<file path="config.mk">
export PLATFORM = sky130hd
export DESIGN_NAME = l1_cache
export DESIGN_NICKNAME = d
export VERILOG_FILES = /design/src/hw/ext_mem_pkg.sv /design/src/hw/l1_cache.sv
export VERILOG_INCLUDE_DIRS = /design/src /design/src/include
export SDC_FILE = /design/constraint.sdc
export NUM_CORES = 2
export LEC_CHECK = 0
export ABC_CLOCK_PERIOD_IN_PS = 5950
export BUFFER_PORTS_ARGS = -buffer_cell sky130_fd_sc_hd__buf_4
export CAP_MARGIN = 20
export CORE_MARGIN = 3
export CORE_UTILIZATION = 56
export CTS_CLUSTER_SIZE = 28
export DETAILED_ROUTE_END_ITERATION = 12
export GPL_ROUTABILITY_DRIVEN = 0
export PLACE_DENSITY = 0.75
export SLEW_MARGIN = 15
export SYNTH_ARGS = -nofsm -noshare
export SYNTH_HDL_FRONTEND = slang
export SYNTH_SLANG_ARGS = --single-unit
</file>
<file path="constraint.sdc">
create_clock -name clk_i -period 5.95 [get_ports clk_i]
set_clock_uncertainty 0.2 [all_clocks]
set_input_delay 1.19 -clock clk_i [delete_from_list [all_inputs] [get_ports clk_i]]
set_output_delay 1.19 -clock clk_i [all_outputs]
set_load 0.02 [all_outputs]
</file>
<file path="src/include/ext_mem_consts.svh">
`ifndef EXT_MEM_CONSTS_SVH
`define EXT_MEM_CONSTS_SVH

// Bus widths
`define EXT_MEM_DATA_W 32   // Data word
`define EXT_MEM_ADDR_W 14   // Word address, not byte address
`define EXT_MEM_STRB_W 4    // One strobe per byte

// Cache geometry, one word per line
`define L1_LINES_W 6        // 64 lines in each level-one cache
`define L2_LINES_W 8        // 256 lines in the shared level-two cache

`endif
</file>
<file path="src/hw/ext_mem_pkg.sv">
`include "ext_mem_consts.svh"

package ext_mem_pkg;

   // Vectors shared by every bus in the subsystem
   typedef logic [`EXT_MEM_DATA_W-1:0] word_t;
   typedef logic [`EXT_MEM_STRB_W-1:0] strb_t;
   typedef logic [`EXT_MEM_ADDR_W-1:0] waddr_t;

   // Cache controller states, same for both levels
   typedef enum logic [1:0] {
      cache_idle,
      cache_read_miss,       // Waiting on back-end fill
      cache_write_through    // Waiting on back-end write
   } cache_state_t;

   // Arbiter grant
   typedef enum logic [1:0] {
      merge_idle,
      merge_grant_i,         // Master 0, instruction side
      merge_grant_d          // Master 1, data side
   } merge_state_t;

endpackage

</file>
<file path="src/hw/l1_cache.sv">
`timescale 1ns/1ps
`include "ext_mem_consts.svh"

module l1_cache #(
   parameter int LINES_W = `L1_LINES_W   // log2 of line count
) (
   input  logic                clk_i,
   input  logic                arst_i,
   // Front end
   input  logic                req_i,
   input  ext_mem_pkg::waddr_t addr_i,
   input  ext_mem_pkg::word_t  wdata_i,
   input  ext_mem_pkg::strb_t  wstrb_i,
   output ext_mem_pkg::word_t  rdata_o,
   output logic                ack_o,
   input  logic                invalidate_i,
   // Back end
   output logic                be_req_o,
   output ext_mem_pkg::waddr_t be_addr_o,
   output ext_mem_pkg::word_t  be_wdata_o,
   output ext_mem_pkg::strb_t  be_wstrb_o,
   input  ext_mem_pkg::word_t  be_rdata_i,
   input  logic                be_ack_i
);

   localparam int LINES = 1 << LINES_W;
   localparam int TAG_W = `EXT_MEM_ADDR_W - LINES_W;

   ext_mem_pkg::cache_state_t state_q;
   logic [LINES-1:0]          valid_q;
   logic [TAG_W-1:0]          tag_mem [LINES];
   ext_mem_pkg::word_t        data_mem [LINES];
   ext_mem_pkg::word_t        rdata_q;      // Registered read data
   logic                      ack_q;

   logic [LINES_W-1:0]        idx;
   logic [TAG_W-1:0]          tag;
   logic                      hit;
   logic                      is_write;
   logic                      accept;
   logic                      fill;
   logic                      wr_hit;
   ext_mem_pkg::word_t        merged;

   assign idx      = addr_i[LINES_W-1:0];                  // Low bits pick the line
   assign tag      = addr_i[`EXT_MEM_ADDR_W-1:LINES_W];
   assign hit      = valid_q[idx] && (tag_mem[idx] == tag);
   assign is_write = |wstrb_i;                             // Nonzero strobe means write
   // Request still high in the ack cycle must not be taken twice
   assign accept   = req_i && !ack_q && (state_q == ext_mem_pkg::cache_idle);
   assign fill     = be_ack_i && (state_q == ext_mem_pkg::cache_read_miss);
   assign wr_hit   = be_ack_i && (state_q == ext_mem_pkg::cache_write_through) && hit;

   // Stored word with the written bytes replaced
   always_comb begin
      merged = data_mem[idx];
      for (int b = 0; b < `EXT_MEM_STRB_W; b++) begin
         if (wstrb_i[b]) begin
            merged[8*b +: 8] = wdata_i[8*b +: 8];
         end
      end
   end

   // Controller
   always_ff @(posedge clk_i or posedge arst_i) begin
      if (arst_i) begin
         state_q <= ext_mem_pkg::cache_idle;
         ack_q   <= 1'b0;
      end else begin
         ack_q <= 1'b0;   // Single-cycle pulse
         case (state_q)
            ext_mem_pkg::cache_idle: begin
               if (accept) begin
                  if (is_write) begin
                     state_q <= ext_mem_pkg::cache_write_through;
                  end else if (!hit) begin
                     state_q <= ext_mem_pkg::cache_read_miss;
                  end else begin
                     ack_q <= 1'b1;   // Read hit, answered locally
                  end
               end
            end
            ext_mem_pkg::cache_read_miss,
            ext_mem_pkg::cache_write_through: begin
               if (be_ack_i) begin
                  ack_q   <= 1'b1;
                  state_q <= ext_mem_pkg::cache_idle;
               end
            end
            default: state_q <= ext_mem_pkg::cache_idle;
         endcase
      end
   end

   // Valid bits, invalidate wins over a fill in the same cycle
   always_ff @(posedge clk_i or posedge arst_i) begin
      if (arst_i) begin
         valid_q <= '0;
      end else if (invalidate_i) begin
         valid_q <= '0;
      end else if (fill) begin
         valid_q[idx] <= 1'b1;
      end
   end

   // Tag and data arrays
   always_ff @(posedge clk_i) begin
      if (fill) begin
         tag_mem[idx]  <= tag;
         data_mem[idx] <= be_rdata_i;
      end else if (wr_hit) begin
         data_mem[idx] <= merged;   // Keep line coherent with what went down
      end
   end

   // Read data for the ack cycle
   always_ff @(posedge clk_i) begin
      if (accept && hit) begin
         rdata_q <= data_mem[idx];
      end else if (fill) begin
         rdata_q <= be_rdata_i;
      end
   end

   assign rdata_o = rdata_q;
   assign ack_o   = ack_q;

   // Back end carries the held front-end request
   assign be_req_o   = (state_q != ext_mem_pkg::cache_idle);
   assign be_addr_o  = addr_i;
   assign be_wdata_o = wdata_i;
   assign be_wstrb_o = (state_q == ext_mem_pkg::cache_write_through) ? wstrb_i : '0;

endmodule

</file>
==> Word level (Yosys, flattened, before mapping) <==
Memories as Yosys holds them, arrays and structs flattened.
Cells that the tools add are included.
{ "classes": {"order_cmp": 2, "reduce_logical": 16, "eq_ne": 6, "bitwise": 2, "mux": 29} }
{ "ops": {"columns": ["operator", "n"], "rows": [
  ["$mux 64", 2],
  ["$mux 32", 3],
  ["$or 64x64->64", 1],
  ["$mux 8", 4],
  ["$mux 1", 11],
  ["$eq 8x8->1", 1],
  ["$logic_and 1x1->1", 8],
  ["$mux 2", 4],
  ["$lt 6x7->1 const B", 1],
  ["$bmux 1 s6", 1],
  ["$demux 1 s6", 1],
  ["$ge 6x1->1 const B", 1],
  ["$reduce_bool 2->1", 3],
  ["$mux 4", 1],
  ["$ne 2x2->1 const B", 2],
  ["$pmux 2 s2", 1],
  ["$reduce_or 4->1", 1],
  ["$ne 3x3->1 const B", 1],
  ["$reduce_and 3->1", 1],
  ["$eq 2x1->1 const B", 1],
  ["$eq 2x2->1 const B", 1],
  ["$logic_not 2->1", 1],
  ["$pmux 1 s2", 1],
  ["$reduce_or 2->1", 1],
  ["2 further kinds", 2]
]} }
{ "totals": {"mem_bits_rw": 2560, "regBits": 99, "out_inout_bits": 84, "n_memories": 2, "input_bits": 87, "elab_cells": 61} }
{ "mem_list": {"columns": ["memory", "depth", "word_bits", "read_ports", "rd_clocked_by_memory_dff", "write_ports", "line", "rtl"], "rows": [
  ["data_mem", 64, 32, 1, 0, 1, "l1_cache.sv:32", "ext_mem_pkg::word_t data_mem [LINES];"],
  ["tag_mem", 64, 8, 1, 0, 1, "l1_cache.sv:31", "logic [TAG_W-1:0] tag_mem [LINES];"]
]} }

==> Longest topological paths before layout <==
{ "logic_depth": {"word_depth": 8, "mapped_depth": 18, "mapped_depth_nobuf": 9} }

==> Least setup slack after synthesis <==
Ideal clock, no wire load.
{ "synth_path": {"path_kind": "input port to flip-flop", "from": "in addr_i[2]", "to": "mem data_mem[10][0] (netlist name) (enable)", "path_slack_ps": -1110, "path_stages": 16, "t_arrival_ps": 6399, "path_buffers": 7, "required_ps": 5289, "setup_time_ps": 461, "cell_sequence": "buf_4 buf_2 buf_2 buf_2 mux2i_1 o22ai_1 o21ai_0 o2111ai_1 nor4b_2 xnor2_1 or4_4 buf_6 o31a_1 buf_2 buf_2 nor3_1"} }
{ "synth_via": {"elab_chain_cells": 8, "elab_cells_between_ends": 10, "classes_between": "eq/ne: 1; mux: 5; bitwise: 1; reduce/logical: 2; memory: 1"} }
{ "synth_lines": {"columns": ["item", "line", "rtl"], "rows": [
  ["from (decl)", "l1_cache.sv:11", "input ext_mem_pkg::waddr_t addr_i,"],
  ["$mem_v2 64x8 / $bmux 1 s6 (equally long branches)", null, null],
  ["$eq 8x8->1 / $mux 1 (equally long branches)", "l1_cache.sv:47", "assign hit = valid_q[idx] && (tag_mem[idx] == tag);"],
  ["$logic_and 1x1->1", "l1_cache.sv:47", null],
  ["$logic_and 1x1->1", "l1_cache.sv:52", "assign wr_hit = be_ack_i && (state_q == ext_mem_pkg::cache_write_through) && hit;"],
  ["$mux 1", "l1_cache.sv:111", "end else if (wr_hit) begin"],
  ["$mux 1", "l1_cache.sv:108", "if (fill) begin"],
  ["$mux 1 (implied by the code)", "l1_cache.sv:112", "data_mem[idx] <= merged;"],
  ["$or 1x1->1 (no line)", null, null],
  ["to (decl)", "l1_cache.sv:32", null]
]} }
Parallel ways exist; a longest one is shown, timed or not. The select of a mux whose other input is x is not followed.

==> Worst setup path in the final report <==
{ "layout_path": {"from": "in addr_i[1]", "to": "mem data_mem[0][0] (netlist name) (enable)"} }
Same word-level chain as after synthesis.

==> summary.md <==
| Metric | Value |
|---|---|
| Vias in the first global route | `60630` |
| Syn_nets | `5786` |
| Die W | `approximately 430 um` |
| Clock sink count | `2659` |
| Peak supply drop | `0.3344 mV` |
| Leakage | `39.50 nW` |
| PnR Total Power | `0.03887 W` |
| IO buf count | `170` |
| First-pass GRT wire length | `roughly 460 mm` |
| Avg Cell Area, Syn | `17.81 um^2` |
| Most common cell after layout, fill and taps aside | `edfxtp_1` |
| Bufs on Longest Clock Path | `3` |
| CP startpoint kind | `primary input` |
| CP Data Required Time | `6.29 ns` |
| Fmax | `between 150 and 200 MHz` |
| P&R area growth vs syn | `17.37%` |
| Die H | `between 400 and 500 um` |
| Initial antenna violation count | `20` |
| Detailed Place HPWL | `between 200 and 250 mm` |
| Slew Limit Fails | `0` |
| Critical Path Most Common Cell | `buf_4` |
| Fin worst setup slack | `between 0.6 and 0.7 ns` |
| Critical path class | `primary input to flop` |
| CTS tree | `yes` |
| Ys async rst share | `0.02520` |
| # setup viols final | `0` |
| Post-synthesis cell count | `5695` |
| Initial core utilization | `0.5660` |
| Fillers | `around 11000` |
| Antenna Violating Nets Remaining | `0` |
| Fin cells | `8834` |
| CP max-delay cell | `nor2_4` |
| Final Hold Viols | `0` |
| Post_cts resized | `0` |
| Crit path time final | `5.287 ns` |
| Outcome | `complete, no violations` |
| Critical-path maximum fanout | `21` |
| IO Pins | `171` |
| H-tree depth | `4` |
| Worst-path clk slew | `0.07 ns` |
| DR iter-0 viols | `11800` |
| Pwr/cell area | `around 330 nW/um^2` |
| Post-CTS Setup Bufs | `0` |
| Most frequent cells in the layout | `edfxtp_1, buf_4, a22oi_1` |
| Pre-CTS setup slack | `-0.01795 ns` |
| EDFF count, synth | `approximately 2600` |
| HP Class | `flop to flop` |
| Routed wire length per instance | `36.95 um` |
| Critical path's largest stage delay | `a little under 0.7 ns` |
| Crit path DAT | `around 5.6 ns` |
| DP Area | `between 100000 and 150000 um^2` |
| RSZ-0062 raised after global routing | `false` |
| Placed cell count | `8378` |
| Worst-Skew Late Latency | `approximately 0.88 ns` |
| CTS Root Cell | `clkbuf_16` |
| Worst-path cell chain | `buf_8, buf_4, nor2_4, a22oi_1, nand3_1, nand4_1, nor3_1, o211ai_1, or4_4, o31a_2, buf_4, nor3_2, buf_4` |
| Critical Path Sink Type | `flop` |
| Max Cap Viol | `0` |
| CP delay by family, top | `simple AND/OR/NAND/NOR gates` |
| # nets final | `6356` |
| Total Die Area | `186300 um^2` |
| Residual DRC | `0` |
| Synth Flop Type | `edfxtp_1` |
| Number of clock buffers inserted by TritonCTS | `239` |
| Rel. slew slack | `0.1957` |
| Synth Warn # | `0` |
| Seq/Total Area, Yosys | `0.7840` |
| Worst Tran Pin Value | `1.203 ns` |
| Cell taking the most area after synthesis | `edfxtp_1` |
| Share of layout cells above drive strength 1 | `0.2250` |
| Core ar. | `179200 um^2` |
| Buf/Inv on CP | `4` |
| Fin area | `roughly 120000 um^2` |
| Post-synth cell types | `~80` |
| Via density | `7.135` |
| First-pass detailed-route iteration total | `8` |
| Final period util | `0.8886` |
| Largest net degree at the start of global routing | `69` |
| Post-synth top area share | `0.7674` |
| GRT Residual Overflow | `0` |
| DR vias | `63030` |
| Cell Rows | `approximately 160` |
| Top cells by area, synth | `edfxtp_1, a22oi_1, mux2i_1` |
| Post-synthesis cell area | `around 100000 um^2` |
| CTS Hold Buffers Added | `0` |
| Seq cells post-synth | `2659` |
| Total GRT Usage | `0.3478` |
| Total Wirelength | `approximately 330 mm` |
[final cells by class]
class | instances | area (um^2) | share of cell area
antenna | 17 | 42.54 | 0.0003574
sequential | 2659 | 79510 | 0.6679
timing repair buffer | 759 | 8093 | 0.06798
clock inverter | 150 | 1485 | 0.01248
inverter | 21 | 81.33 | 0.0006832
tap | 2355 | 2947 | 0.02475
multi-input combinational | 2585 | 20640 | 0.1734
clock buffer | 288 | 6237 | 0.05240
[power breakdown]
part | switching, W | internal (W) | total, W
Combinational | 0.00195 | 0.000888 | 0.00284
Sequential | 0.0000435 | 0.0207 | 0.0207
Clock | 0.00686 | 0.00846 | 0.0153
Total | 0.00886 | 0.0300 | 0.0389
[cell usage after synthesis, drive strengths merged (6+ instances only)]
| library cell | number |
|---|---|
| edfxtp | 2592 |
| nor4 | 18 |
| mux4 | 75 |
| mux2i | 277 |
| or3b | 8 |
| o211ai | 10 |
| o21ba | 6 |
| a22o | 144 |
| a221o | 23 |
| nand3 | 53 |
| and3 | 9 |
| or2 | 6 |
| nand2b | 7 |
| nor3 | 90 |
| o21ai | 93 |
| o221ai | 18 |
| nand4 | 41 |
| nor2 | 285 |
| clkbuf | 233 |
| o22a | 6 |
| a221oi | 230 |
| o22ai | 44 |
| dfrtp | 67 |
| nand2 | 140 |
| nand3b | 13 |
| a31oi | 119 |
| mux2 | 154 |
| inv | 19 |
| a21oi | 157 |
| a222oi | 9 |
| buf | 197 |
| a22oi | 451 |
| and2 | 8 |
| nor2b | 7 |
[per-stage QoR]
stage / hold slack [ns] / utilization / setup TNS (ns)
after CTS: 0.3007 / 0.6640 / 0
after floorplan: 0.2577 / - / -121.08
final: 0.3047 / 0.6643 / 0
after global routing: 0.3167 / 0.6641 / 0
after global placement: 0.2700 / 0.6208 / 0
after detailed placement: 0.2863 / 0.6209 / -0.2841
[worst paths after layout]
| check | cells after the start | start | to | slack, ns |
|---|---|---|---|---|
| setup / recovery | 13 | addr_i[1] | data_mem[0][0] | 0.66 |
| hold / removal | 2 | valid_q[13] | valid_q[13] | 0.30 |
| setup reg to reg | 11 | valid_q[0] | data_mem[0][0] | 1.18 |
| hold reg to reg | 2 | valid_q[13] | valid_q[13] | 0.30 |
| max in group asynchronous | 3 | arst_i | valid_q[56] | 4.44 |
| min in group asynchronous | 3 | arst_i | valid_q[44] | 0.41 |
[tightest hold or removal path: cells and delay by family, from the launching register on]
family | cells | cell delay, ns
flip-flops | 1 | 0.35
AND/OR/NAND/NOR | 2 | 0.12
[cells by family after synthesis]
logic type / share of synthesized area
and+or+nand+nor: 0.03246
DFF: 0.7840
muxes: 0.06249
AOI/OAI and AO/OA: 0.09913
adders and majority gates: 0.0004935
xor gates and xnor gates: 0.0004318
buffers and inverters: 0.02103
[per-layer routing]
metal	routed length, um	vias to the layer above	global-route usage	share of wire
met1	106700	31270	0.4504	0.33
met2	144900	5988	0.5167	0.44
met5	123	-	0.004163	0.00038
li1	-	24560	-	-
met3	53050	1202	0.1266	0.16
met4	21620	20	0.1863	0.066
[state kept, by name (all words and copies together), names as in the netlist]
signal	count
tag_mem	512
ack_o	1
valid_q	64
data_mem	2048
state_q	2
rdata_o	32
Note: power is estimated with default switching activity, not from simulation.
