$ cat src/include/ext_mem_consts.svh
`ifndef EXT_MEM_CONSTS_SVH
`define EXT_MEM_CONSTS_SVH

// Bus widths
`define EXT_MEM_DATA_W 32   // Data word
`define EXT_MEM_ADDR_W 14   // Word address, not byte address
`define EXT_MEM_STRB_W 4    // One strobe per byte

// Cache geometry, one word per line
`define L1_LINES_W 6        // 64 lines in each level-one cache
`define L2_LINES_W 8        // 256 lines in the shared level-two cache

`endif
$ cat src/hw/ext_mem_pkg.sv
`include "ext_mem_consts.svh"

package ext_mem_pkg;

   // Vectors shared by every bus in the subsystem
   typedef logic [`EXT_MEM_DATA_W-1:0] word_t;
   typedef logic [`EXT_MEM_STRB_W-1:0] strb_t;
   typedef logic [`EXT_MEM_ADDR_W-1:0] waddr_t;

   // Cache controller states, same for both levels
   typedef enum logic [1:0] {
      cache_idle,
      cache_read_miss,       // Waiting on back-end fill
      cache_write_through    // Waiting on back-end write
   } cache_state_t;

   // Arbiter grant
   typedef enum logic [1:0] {
      merge_idle,
      merge_grant_i,         // Master 0, instruction side
      merge_grant_d          // Master 1, data side
   } merge_state_t;

endpackage

$ cat src/hw/bus_merge.sv
`timescale 1ns/1ps

module bus_merge (
   input  logic                clk_i,
   input  logic                arst_i,
   // Master 0, instruction cache
   input  logic                m0_req_i,
   input  ext_mem_pkg::waddr_t m0_addr_i,
   input  ext_mem_pkg::word_t  m0_wdata_i,
   input  ext_mem_pkg::strb_t  m0_wstrb_i,
   output ext_mem_pkg::word_t  m0_rdata_o,
   output logic                m0_ack_o,
   // Master 1, data cache
   input  logic                m1_req_i,
   input  ext_mem_pkg::waddr_t m1_addr_i,
   input  ext_mem_pkg::word_t  m1_wdata_i,
   input  ext_mem_pkg::strb_t  m1_wstrb_i,
   output ext_mem_pkg::word_t  m1_rdata_o,
   output logic                m1_ack_o,
   // Slave
   output logic                s_req_o,
   output ext_mem_pkg::waddr_t s_addr_o,
   output ext_mem_pkg::word_t  s_wdata_o,
   output ext_mem_pkg::strb_t  s_wstrb_o,
   input  ext_mem_pkg::word_t  s_rdata_i,
   input  logic                s_ack_i
);

   ext_mem_pkg::merge_state_t grant_q;
   logic                      sel_d;   // Data master owns the slave

   // Grant from idle, held until the slave acks
   always_ff @(posedge clk_i or posedge arst_i) begin
      if (arst_i) begin
         grant_q <= ext_mem_pkg::merge_idle;
      end else begin
         case (grant_q)
            ext_mem_pkg::merge_idle: begin
               if (m0_req_i) grant_q <= ext_mem_pkg::merge_grant_i;   // Fixed priority
               else if (m1_req_i) grant_q <= ext_mem_pkg::merge_grant_d;
            end
            ext_mem_pkg::merge_grant_i,
            ext_mem_pkg::merge_grant_d: begin
               if (s_ack_i) grant_q <= ext_mem_pkg::merge_idle;
            end
            default: grant_q <= ext_mem_pkg::merge_idle;
         endcase
      end
   end

   assign sel_d = (grant_q == ext_mem_pkg::merge_grant_d);

   // Slave side muxed by grant
   assign s_req_o   = (grant_q != ext_mem_pkg::merge_idle);
   assign s_addr_o  = sel_d ? m1_addr_i  : m0_addr_i;
   assign s_wdata_o = sel_d ? m1_wdata_i : m0_wdata_i;
   assign s_wstrb_o = sel_d ? m1_wstrb_i : m0_wstrb_i;

   // Response only reaches the granted master
   assign m0_ack_o   = s_ack_i && (grant_q == ext_mem_pkg::merge_grant_i);
   assign m1_ack_o   = s_ack_i && sel_d;
   assign m0_rdata_o = (grant_q == ext_mem_pkg::merge_grant_i) ? s_rdata_i : '0;
   assign m1_rdata_o = sel_d ? s_rdata_i : '0;

endmodule

$ cat config.mk
export PLATFORM = sky130hd
export DESIGN_NAME = bus_merge
export DESIGN_NICKNAME = d
export VERILOG_FILES = /design/src/hw/ext_mem_pkg.sv /design/src/hw/bus_merge.sv
export VERILOG_INCLUDE_DIRS = /design/src /design/src/include
export SDC_FILE = /design/constraint.sdc
export NUM_CORES = 1
export LEC_CHECK = 0
export ABC_CLOCK_PERIOD_IN_PS = 4500
export BUFFER_PORTS_ARGS = -buffer_cell sky130_fd_sc_hd__buf_2
export CAP_MARGIN = 10
export CELL_PAD_IN_SITES_DETAIL_PLACEMENT = 1
export CELL_PAD_IN_SITES_GLOBAL_PLACEMENT = 1
export CORE_AREA = 2 2 99 101
export DETAILED_ROUTE_END_ITERATION = 8
export DIE_AREA = 0 0 101 103
export PLACE_DENSITY = 0.84
export SYNTH_ARGS = -nofsm -noshare
export SYNTH_HDL_FRONTEND = slang
export SYNTH_SLANG_ARGS = --single-unit
$ cat constraint.sdc
create_clock -name clk_i -period 4.5 [get_ports clk_i]
set_input_delay 1.35 -clock clk_i [delete_from_list [all_inputs] [get_ports clk_i]]
set_output_delay 1.35 -clock clk_i [all_outputs]
set_load 0.1 [all_outputs]
# After elaboration in Yosys (flattened, before gate mapping)
# Cells that the tools add are included.
# totals
ff_bits,2
word_cells,20
out_inout_bits,117
input_bits,137
# op_classes
mux,9
eq_ne,4
n_reduce_logical,6
# op_table
op,count
32-bit 2-to-1 mux,3
14-bit 2-to-1 mux,1
2-bit 2-to-1 mux,3
4-bit 2-to-1 mux,1
2-bit case mux with 2 select lines,1
"3-bit != test, second input constant",1
"2-bit by 1-bit equality test with 1-bit output, second input constant",1
"2-bit equality test, second input constant",1
1-bit logical AND,2
2-bit logical NOT,1
"2-bit != test, second input constant",1
2-bit AND reduction,1
2-bit nonzero test,1
2-bit OR reduction,1

# Longest topological paths before layout
# Gate-level depths: netlist of the first run.
# logic_depth
ltp_word,4
mapped_depth,5
depth_no_buf,5

# Worst setup path before layout of the first run
# OpenSTA, ideal clock, no wires.
# synth_timing
path_type,in2out
from,input port s_ack_i
to,output port m0_ack_o
path_stages,1
t_required_ns,3.150
n_path_buf,0
path_slack_ns,1.063
arrival_time_ns,2.087
path_cell_list,and2_1
# synth_between
elab_chain_len,1
# synth_rtl
element,line,rtl
from (decl),bus_merge.sv:26,input logic s_ack_i
1-bit logical AND,bus_merge.sv:60,assign m0_ack_o = s_ack_i && (grant_q == ext_mem_pkg::merge_grant_i);
to (decl),bus_merge.sv:12,"output logic m0_ack_o,"
# Every way passes these cells.

# Worst setup path in the final report of the first run
# layout_timing
from,register grant_q[0]
to,output port s_wstrb_o[3]
# layout_between
elab_chain_len,2
# layout_rtl
element,line,rtl
from (decl),bus_merge.sv:29,ext_mem_pkg::merge_state_t grant_q;
from (signal assigned),bus_merge.sv:35,grant_q <= ext_mem_pkg::merge_idle;
from (signal assigned),bus_merge.sv:39,if (m0_req_i) grant_q <= ext_mem_pkg::merge_grant_i;
from (signal assigned),bus_merge.sv:40,else if (m1_req_i) grant_q <= ext_mem_pkg::merge_grant_d;
2-bit equality test,bus_merge.sv:51,assign sel_d = (grant_q == ext_mem_pkg::merge_grant_d);
4-bit 2-to-1 mux,bus_merge.sv:57,assign s_wstrb_o = sel_d ? m1_wstrb_i : m0_wstrb_i;
to (decl),bus_merge.sv:24,"output ext_mem_pkg::strb_t s_wstrb_o,"
# Every way passes these cells.

==> results of run 1 <==
logic make-up after synthesis:
kind of cell	share of synthesized area [%]
buf+inv	10.3
mux	51.8
simple gates	29.2
flops	3.45
compound gates	1.90
fa+ha+maj	3.45
per-layer routing:
metal	vias to the layer above	part of all wire (%)	wire length, µm
li1	968	-	-
met1	872	38	2600
met2	141	52	3540
met3	6	9.2	630
met4	0	1.1	74
met5	-	0	0
area by class of cell:
type | count | share of cell area, %
flip-flops and latches | 2 | 1.79
diodes | 1 | 0.0895
repair buffers | 255 | 45.8
well taps | 114 | 5.10
inverters | 4 | 0.537
clock buffers | 3 | 1.48
multi-input cells | 126 | 45.2
cells in the final DEF, fill, tap and decap left out, drive strengths merged:
cell type / count
a21boi: 1
a32o: 1
and2: 66
buf: 255
clkbuf: 3
dfrtp: 2
diode: 1
ha: 4
inv: 4
mux2: 50
nand2: 1
nand2b: 1
o21ai: 2
final timing paths:
kind	slack, ns	to	startpoint	cells past startpoint
max in group asynchronous	3.40	grant_q[1]	arst_i	2
min in group asynchronous	0.98	grant_q[0]	arst_i	2
hold / removal	0.54	grant_q[0]	grant_q[0]	1
setup / recovery	0.86	s_wstrb_o[3]	grant_q[0]	5
hold reg to reg	0.54	grant_q[0]	grant_q[0]	1
setup reg to reg	3.14	grant_q[0]	grant_q[0]	5
stage by stage:
step	area, µm²	util [%]
6_report	2800	29.6
5_1_grt	2800	29.6
4_1_cts	2790	29.5
3_3_place_gp	2750	29.1
3_5_place_dp	2750	29.1
2_1_floorplan	1450	-
critical path: stages, from the launching register on:
cell,delay [ns]
dfrtp_1,0.38
inv_1,0.14
ha_4,0.50
buf_4,0.39
mux2_4,0.21
buf_2,0.42
==> flow_summary.json, run 1 <==
{
  "status": "completed",
  "finalHoldViolCount": 0,
  "top_regs": "grant_q x2",
  "port_buffers": 253,
  "synth_common_cells": "66 x and2_1, 50 x mux2_4, 6 x clkbuf_1",
  "synth_most_common_cell": "and2_1",
  "clock_skew_ns": 0.000310,
  "avgSynthCellArea_um2": 10.1,
  "areaGrowthSynthToFinish_pct": 92.8,
  "die_h_um": 103,
  "fp.dieW_um": 101,
  "synth_cells": 144,
  "cp.required_ns": 3.15,
  "via_per_inst": 3.93,
  "max-cap-violations": 0,
  "use_met2_pct": 21.9,
  "synth-seq-area-share_pct": 3.45,
  "cts_tree": "built",
  "worst_pin_slew_ns": 0.874,
  "largest_reg_flops": 2,
  "htreeDepth": 1,
  "route.detailed.drc": 0,
  "fin_hold_ws_ns": 0.542,
  "grt_pass1_wl_mm": 9.16,
  "max_freq_mhz": 275,
  "wl_per_cell_um": 13.6,
  "ant_nets": 0,
  "synthFlopType": "dfrtp_1",
  "core_area_um2": 9460,
  "cp_max_fo": 28,
  "met1_usage_pct": 12.2,
  "fin_tns_setup_ns": 0,
  "numCtsBuffers": 3,
  "postCtsSetupBuffers": 0,
  "layout-drive-gt1-share_pct": 79.2,
  "synth.distinct_cells": 13,
  "multi_input_area_um2": 1260,
  "synth-async-reset-ratio_pct": 100,
  "start_util_pct": 15.3,
  "hold_path_class": "reg2reg",
  "clockRootBuffer": "clkbuf_8",
  "rsz0062_at_grt": "false",
  "gr-total-overflow": 0,
  "period_needed_ns": 3.64,
  "clock-sinks": 2,
  "first_iter_violations": 8,
  "grt_pass1_vias": 1958,
  "vias": 1987,
  "drt_wl_total_mm": 6.84,
  "hpwl_mm": 6.08,
  "syn_area_um2": 1450,
  "synth.top_cell.area_share_pct": 51.8,
  "relSlewSlack_pct": 41.7,
  "startpoint_type": "flop",
  "grt_antenna_before_repair": 1,
  "slew_viol_final": 0,
  "use_met3_pct": 1.56,
  "io_pins": 254,
  "ctsHoldBuffers": 0,
  "numPlacedInstances": 501,
  "clockBufferDepth": 2,
  "endpoint_kind": "output pin",
  "setup_ws_ns": 0.862,
  "post-place-ws_ns": 1.07,
  "dieArea_um2": 10400,
  "clock_latency_ns": 0.22,
  "crit_type": "reg2out",
  "drt-pass1-iter-count": 2,
  "clkTransAtPathRegs_ns": 0.03,
  "fin_nets": 533,
  "period_share_pct": 80.9,
  "ys_warn_count": 0,
  "ys_seq_elements": 2,
  "cp.arrival_ns": 2.29,
  "rows": 36,
  "cts_resized": 0,
  "busiest_layer": "met2",
  "place_congestion": 0.749,
  "fillers": 1202,
  "grt_max_degree": 34,
  "largest-register": "grant_q",
  "synth_edf_count": 0,
  "yosys.area.top_type": "mux2_4",
  "syn_nets": 285,
  "setup_viol": 0,
  "seq_area_um2": 50.0,
  "grt_usage_pct": 11.0,
  "stdcell_count": 505,
  "synthTopCellsByArea": "mux2_4 52%, and2_1 28%, buf_12 6.9%"
}
Power of run 1 is not shown: default switching activity piles up to over one toggle a cycle in this logic, so the estimate is an artifact.
==> run 2, diff against run 1 <==
- ABC_AREA: unset -> 1
- ABC_CLOCK_PERIOD_IN_PS: 4500 -> 3120
- CORE_AREA: 2 2 99 101 -> unset
- CORE_UTILIZATION: unset -> 15
- DIE_AREA: 0 0 101 103 -> unset
- clock period: 4.5 -> 3.12 ns (I/O delays scaled with it)
==> run 2 against run 1 <==
Against the previous run:
- sequential cell count unchanged
- utilization is 18 points higher
- clock skew is 0.00057 ns higher
- count of clock-buffer cells in the layout did not move
- area after synthesis rose by 7.7%
- critical path depth unchanged
- non-clock buffer count increased by 2
==> flow_summary.json, run 2 <==
{
  "worst_pin_slew_ns": 0.493,
  "stdcell_count": 598,
  "route.detailed.drc": 0,
  "fin_hold_ws_ns": 0.503,
  "rows": 36,
  "syn_area_um2": 1560,
  "clock_latency_ns": 0.21,
  "fin_tns_setup_ns": 0,
  "synth-seq-area-share_pct": 3.21,
  "hpwl_mm": 8.67,
  "clock_skew_ns": 0.000882,
  "relSlewSlack_pct": 67.4,
  "design_area_um2": 4680,
  "start_util_pct": 15.8,
  "synth_cells": 219,
  "ys_warn_count": 0,
  "avgSynthCellArea_um2": 7.13,
  "whs_endpoint": "grant_q[0]",
  "ant_nets": 0,
  "port_buffers": 253,
  "core_area_um2": 9910,
  "synth-async-reset-ratio_pct": 100,
  "crit_start": "grant_q[0]",
  "largest-register": "grant_q",
  "first_iter_violations": 67,
  "drt-pass1-iter-count": 4,
  "ctsHoldBuffers": 0,
  "fp.dieW_um": 104,
  "hold_path_class": "reg2reg",
  "setup_viol": 0,
  "max-cap-violations": 0,
  "numPlacedInstances": 595,
  "ys_seq_elements": 2,
  "crit_type": "reg2out",
  "cts_resized": 0,
  "finalHoldViolCount": 0,
  "cp.arrival_ns": 1.93,
  "fin_nets": 608,
  "rsz0062_at_grt": "false",
  "grt_antenna_before_repair": 0,
  "period_share_pct": 91.9,
  "cp_max_fo": 14,
  "max_freq_mhz": 349,
  "grt_pass1_vias": 2841,
  "ff2ff_path_depth": 6,
  "layout-drive-gt1-share_pct": 66.9,
  "synth_common_cells": "74 x nand2_1, 72 x inv_1, 50 x mux2_4",
  "grt_max_degree": 34,
  "syn_nets": 360,
  "ir_worst_vdd_v": 0.000461,
  "startpoint_type": "flop",
  "period_needed_ns": 2.87,
  "synth.distinct_cells": 12,
  "grt_pass1_wl_mm": 15.0,
  "clock-sinks": 2,
  "cts_tree": "built",
  "synth.top_cell.area_share_pct": 48.1,
  "final_common_cell": "buf_2",
  "synth_most_common_cell": "nand2_1",
  "slew_viol_final": 0,
  "placed_area_um2": 4640,
  "place_congestion": 0.859,
  "wl_per_cell_um": 16.3,
  "clkTransAtPathRegs_ns": 0.03,
  "rr_startpoint": "grant_q[0]",
  "largest_reg_flops": 2,
  "die_h_um": 104,
  "gr-total-overflow": 0,
  "cp.required_ns": 2.18,
  "mostFrequentLayoutCells": "137 x buf_2, 117 x buf_12, 74 x nand2_1, 72 x inv_1, 50 x mux2_4",
  "status": "completed",
  "clockBufferDepth": 2,
  "areaGrowthSynthToFinish_pct": 200,
  "numCtsBuffers": 3,
  "endpoint_kind": "output pin",
  "min_from": "grant_q[0]",
  "vias": 2377,
  "top_regs": "grant_q x2",
  "min_path_cells": 2,
  "r2r-end": "grant_q[1]",
  "drt_wl_total_mm": 9.74,
  "antenna_cells": 0,
  "postCtsSetupBuffers": 0,
  "io_pins": 254,
  "power.density_nw_per_um2": 1100,
  "dieArea_um2": 10800,
  "via_per_inst": 3.97,
  "clockRootBuffer": "clkbuf_8",
  "synthFlopType": "dfrtp_1",
  "yosys.area.top_type": "mux2_4",
  "reg2reg_slack_ns": 1.86,
  "grt_usage_pct": 17.6,
  "synth_edf_count": 0,
  "htreeDepth": 1,
  "p_leak_nw": 2.77,
  "synthTopCellsByArea": "mux2_4 48%, nand2_1 18%, inv_1 17%"
}
[run 2: cell types whose count changed after synthesis, sizes merged, moves of 4 or more]
cell | previous run | this run
buf | 6 | 12
nand2 | 1 | 74
clkbuf | 6 | 2
and2 | 66 | 0
inv | 4 | 72
[run 2: how the worst max path moves through the flow]
stage,to,slack [ns],cells after the start
floorplan,m1_rdata_o[10],0.57,6
finish,s_wstrb_o[3],0.25,5
CTS,s_wstrb_o[3],0.25,5
global placement,s_wstrb_o[0],0.54,5
global route,s_wdata_o[9],0.18,5
detailed placement,s_wstrb_o[3],0.47,5
[run 2: kinds of logic (layout without fill, tap and decap cells)]
logic type	count (synthesis)	in the layout	synth area share, %
mux	50	50	48.1
flops	2	2	3.21
buf+inv	86	332	26.8
fa+ha+maj	4	4	3.21
compound gates	1	1	0.320
simple gates	76	76	18.3
[run 2: metrics by stage]
stage / util, % / setup slack [ns] / power (mW)
final: 47.3 / 0.254 / 5.14
after global routing: 47.3 / 0.178 / 5.26
after CTS: 47.3 / 0.248 / 5.17
after detailed placement: 46.8 / 0.471 / 5.06
after global placement: 46.8 / 0.540 / 4.98
after floorplan: - / 0.568 / 3.34
[run 2: report_power, final]
part,internal [mW],switching [mW],total (mW)
Sequential,0.0367,0.0105,0.0472
Combinational,1.70,3.29,4.99
Clock,0.0816,0.0206,0.102
Total,1.82,3.32,5.14
[run 2: per-layer routing]
metal / GRT usage, % / vias to the layer above / wire length (µm)
li1: - / 1117 / -
met4: 3.37 / 0 / 114
met2: 36.5 / 157 / 5490
met5: 0 / - / 0
met3: 5.76 / 9 / 957
met1: 16.3 / 1094 / 3170
[run 2: area by class of cell]
type,instances,area (µm²)
fillers,1145,5230
repair buffers,257,3050
multi-input cells,131,1100
well taps,133,166
flip-flops and latches,2,50.0
inverters,72,270
clock buffers,3,41.3
[run 2: worst max-delay path, cell delays in order (launching register included)]
cell and delay (ns):
dfrtp_1 0.38, inv_1 0.15, ha_4 0.34, buf_4 0.31
mux2_4 0.35, buf_12 0.17
(Power assumes the default switching activity.)
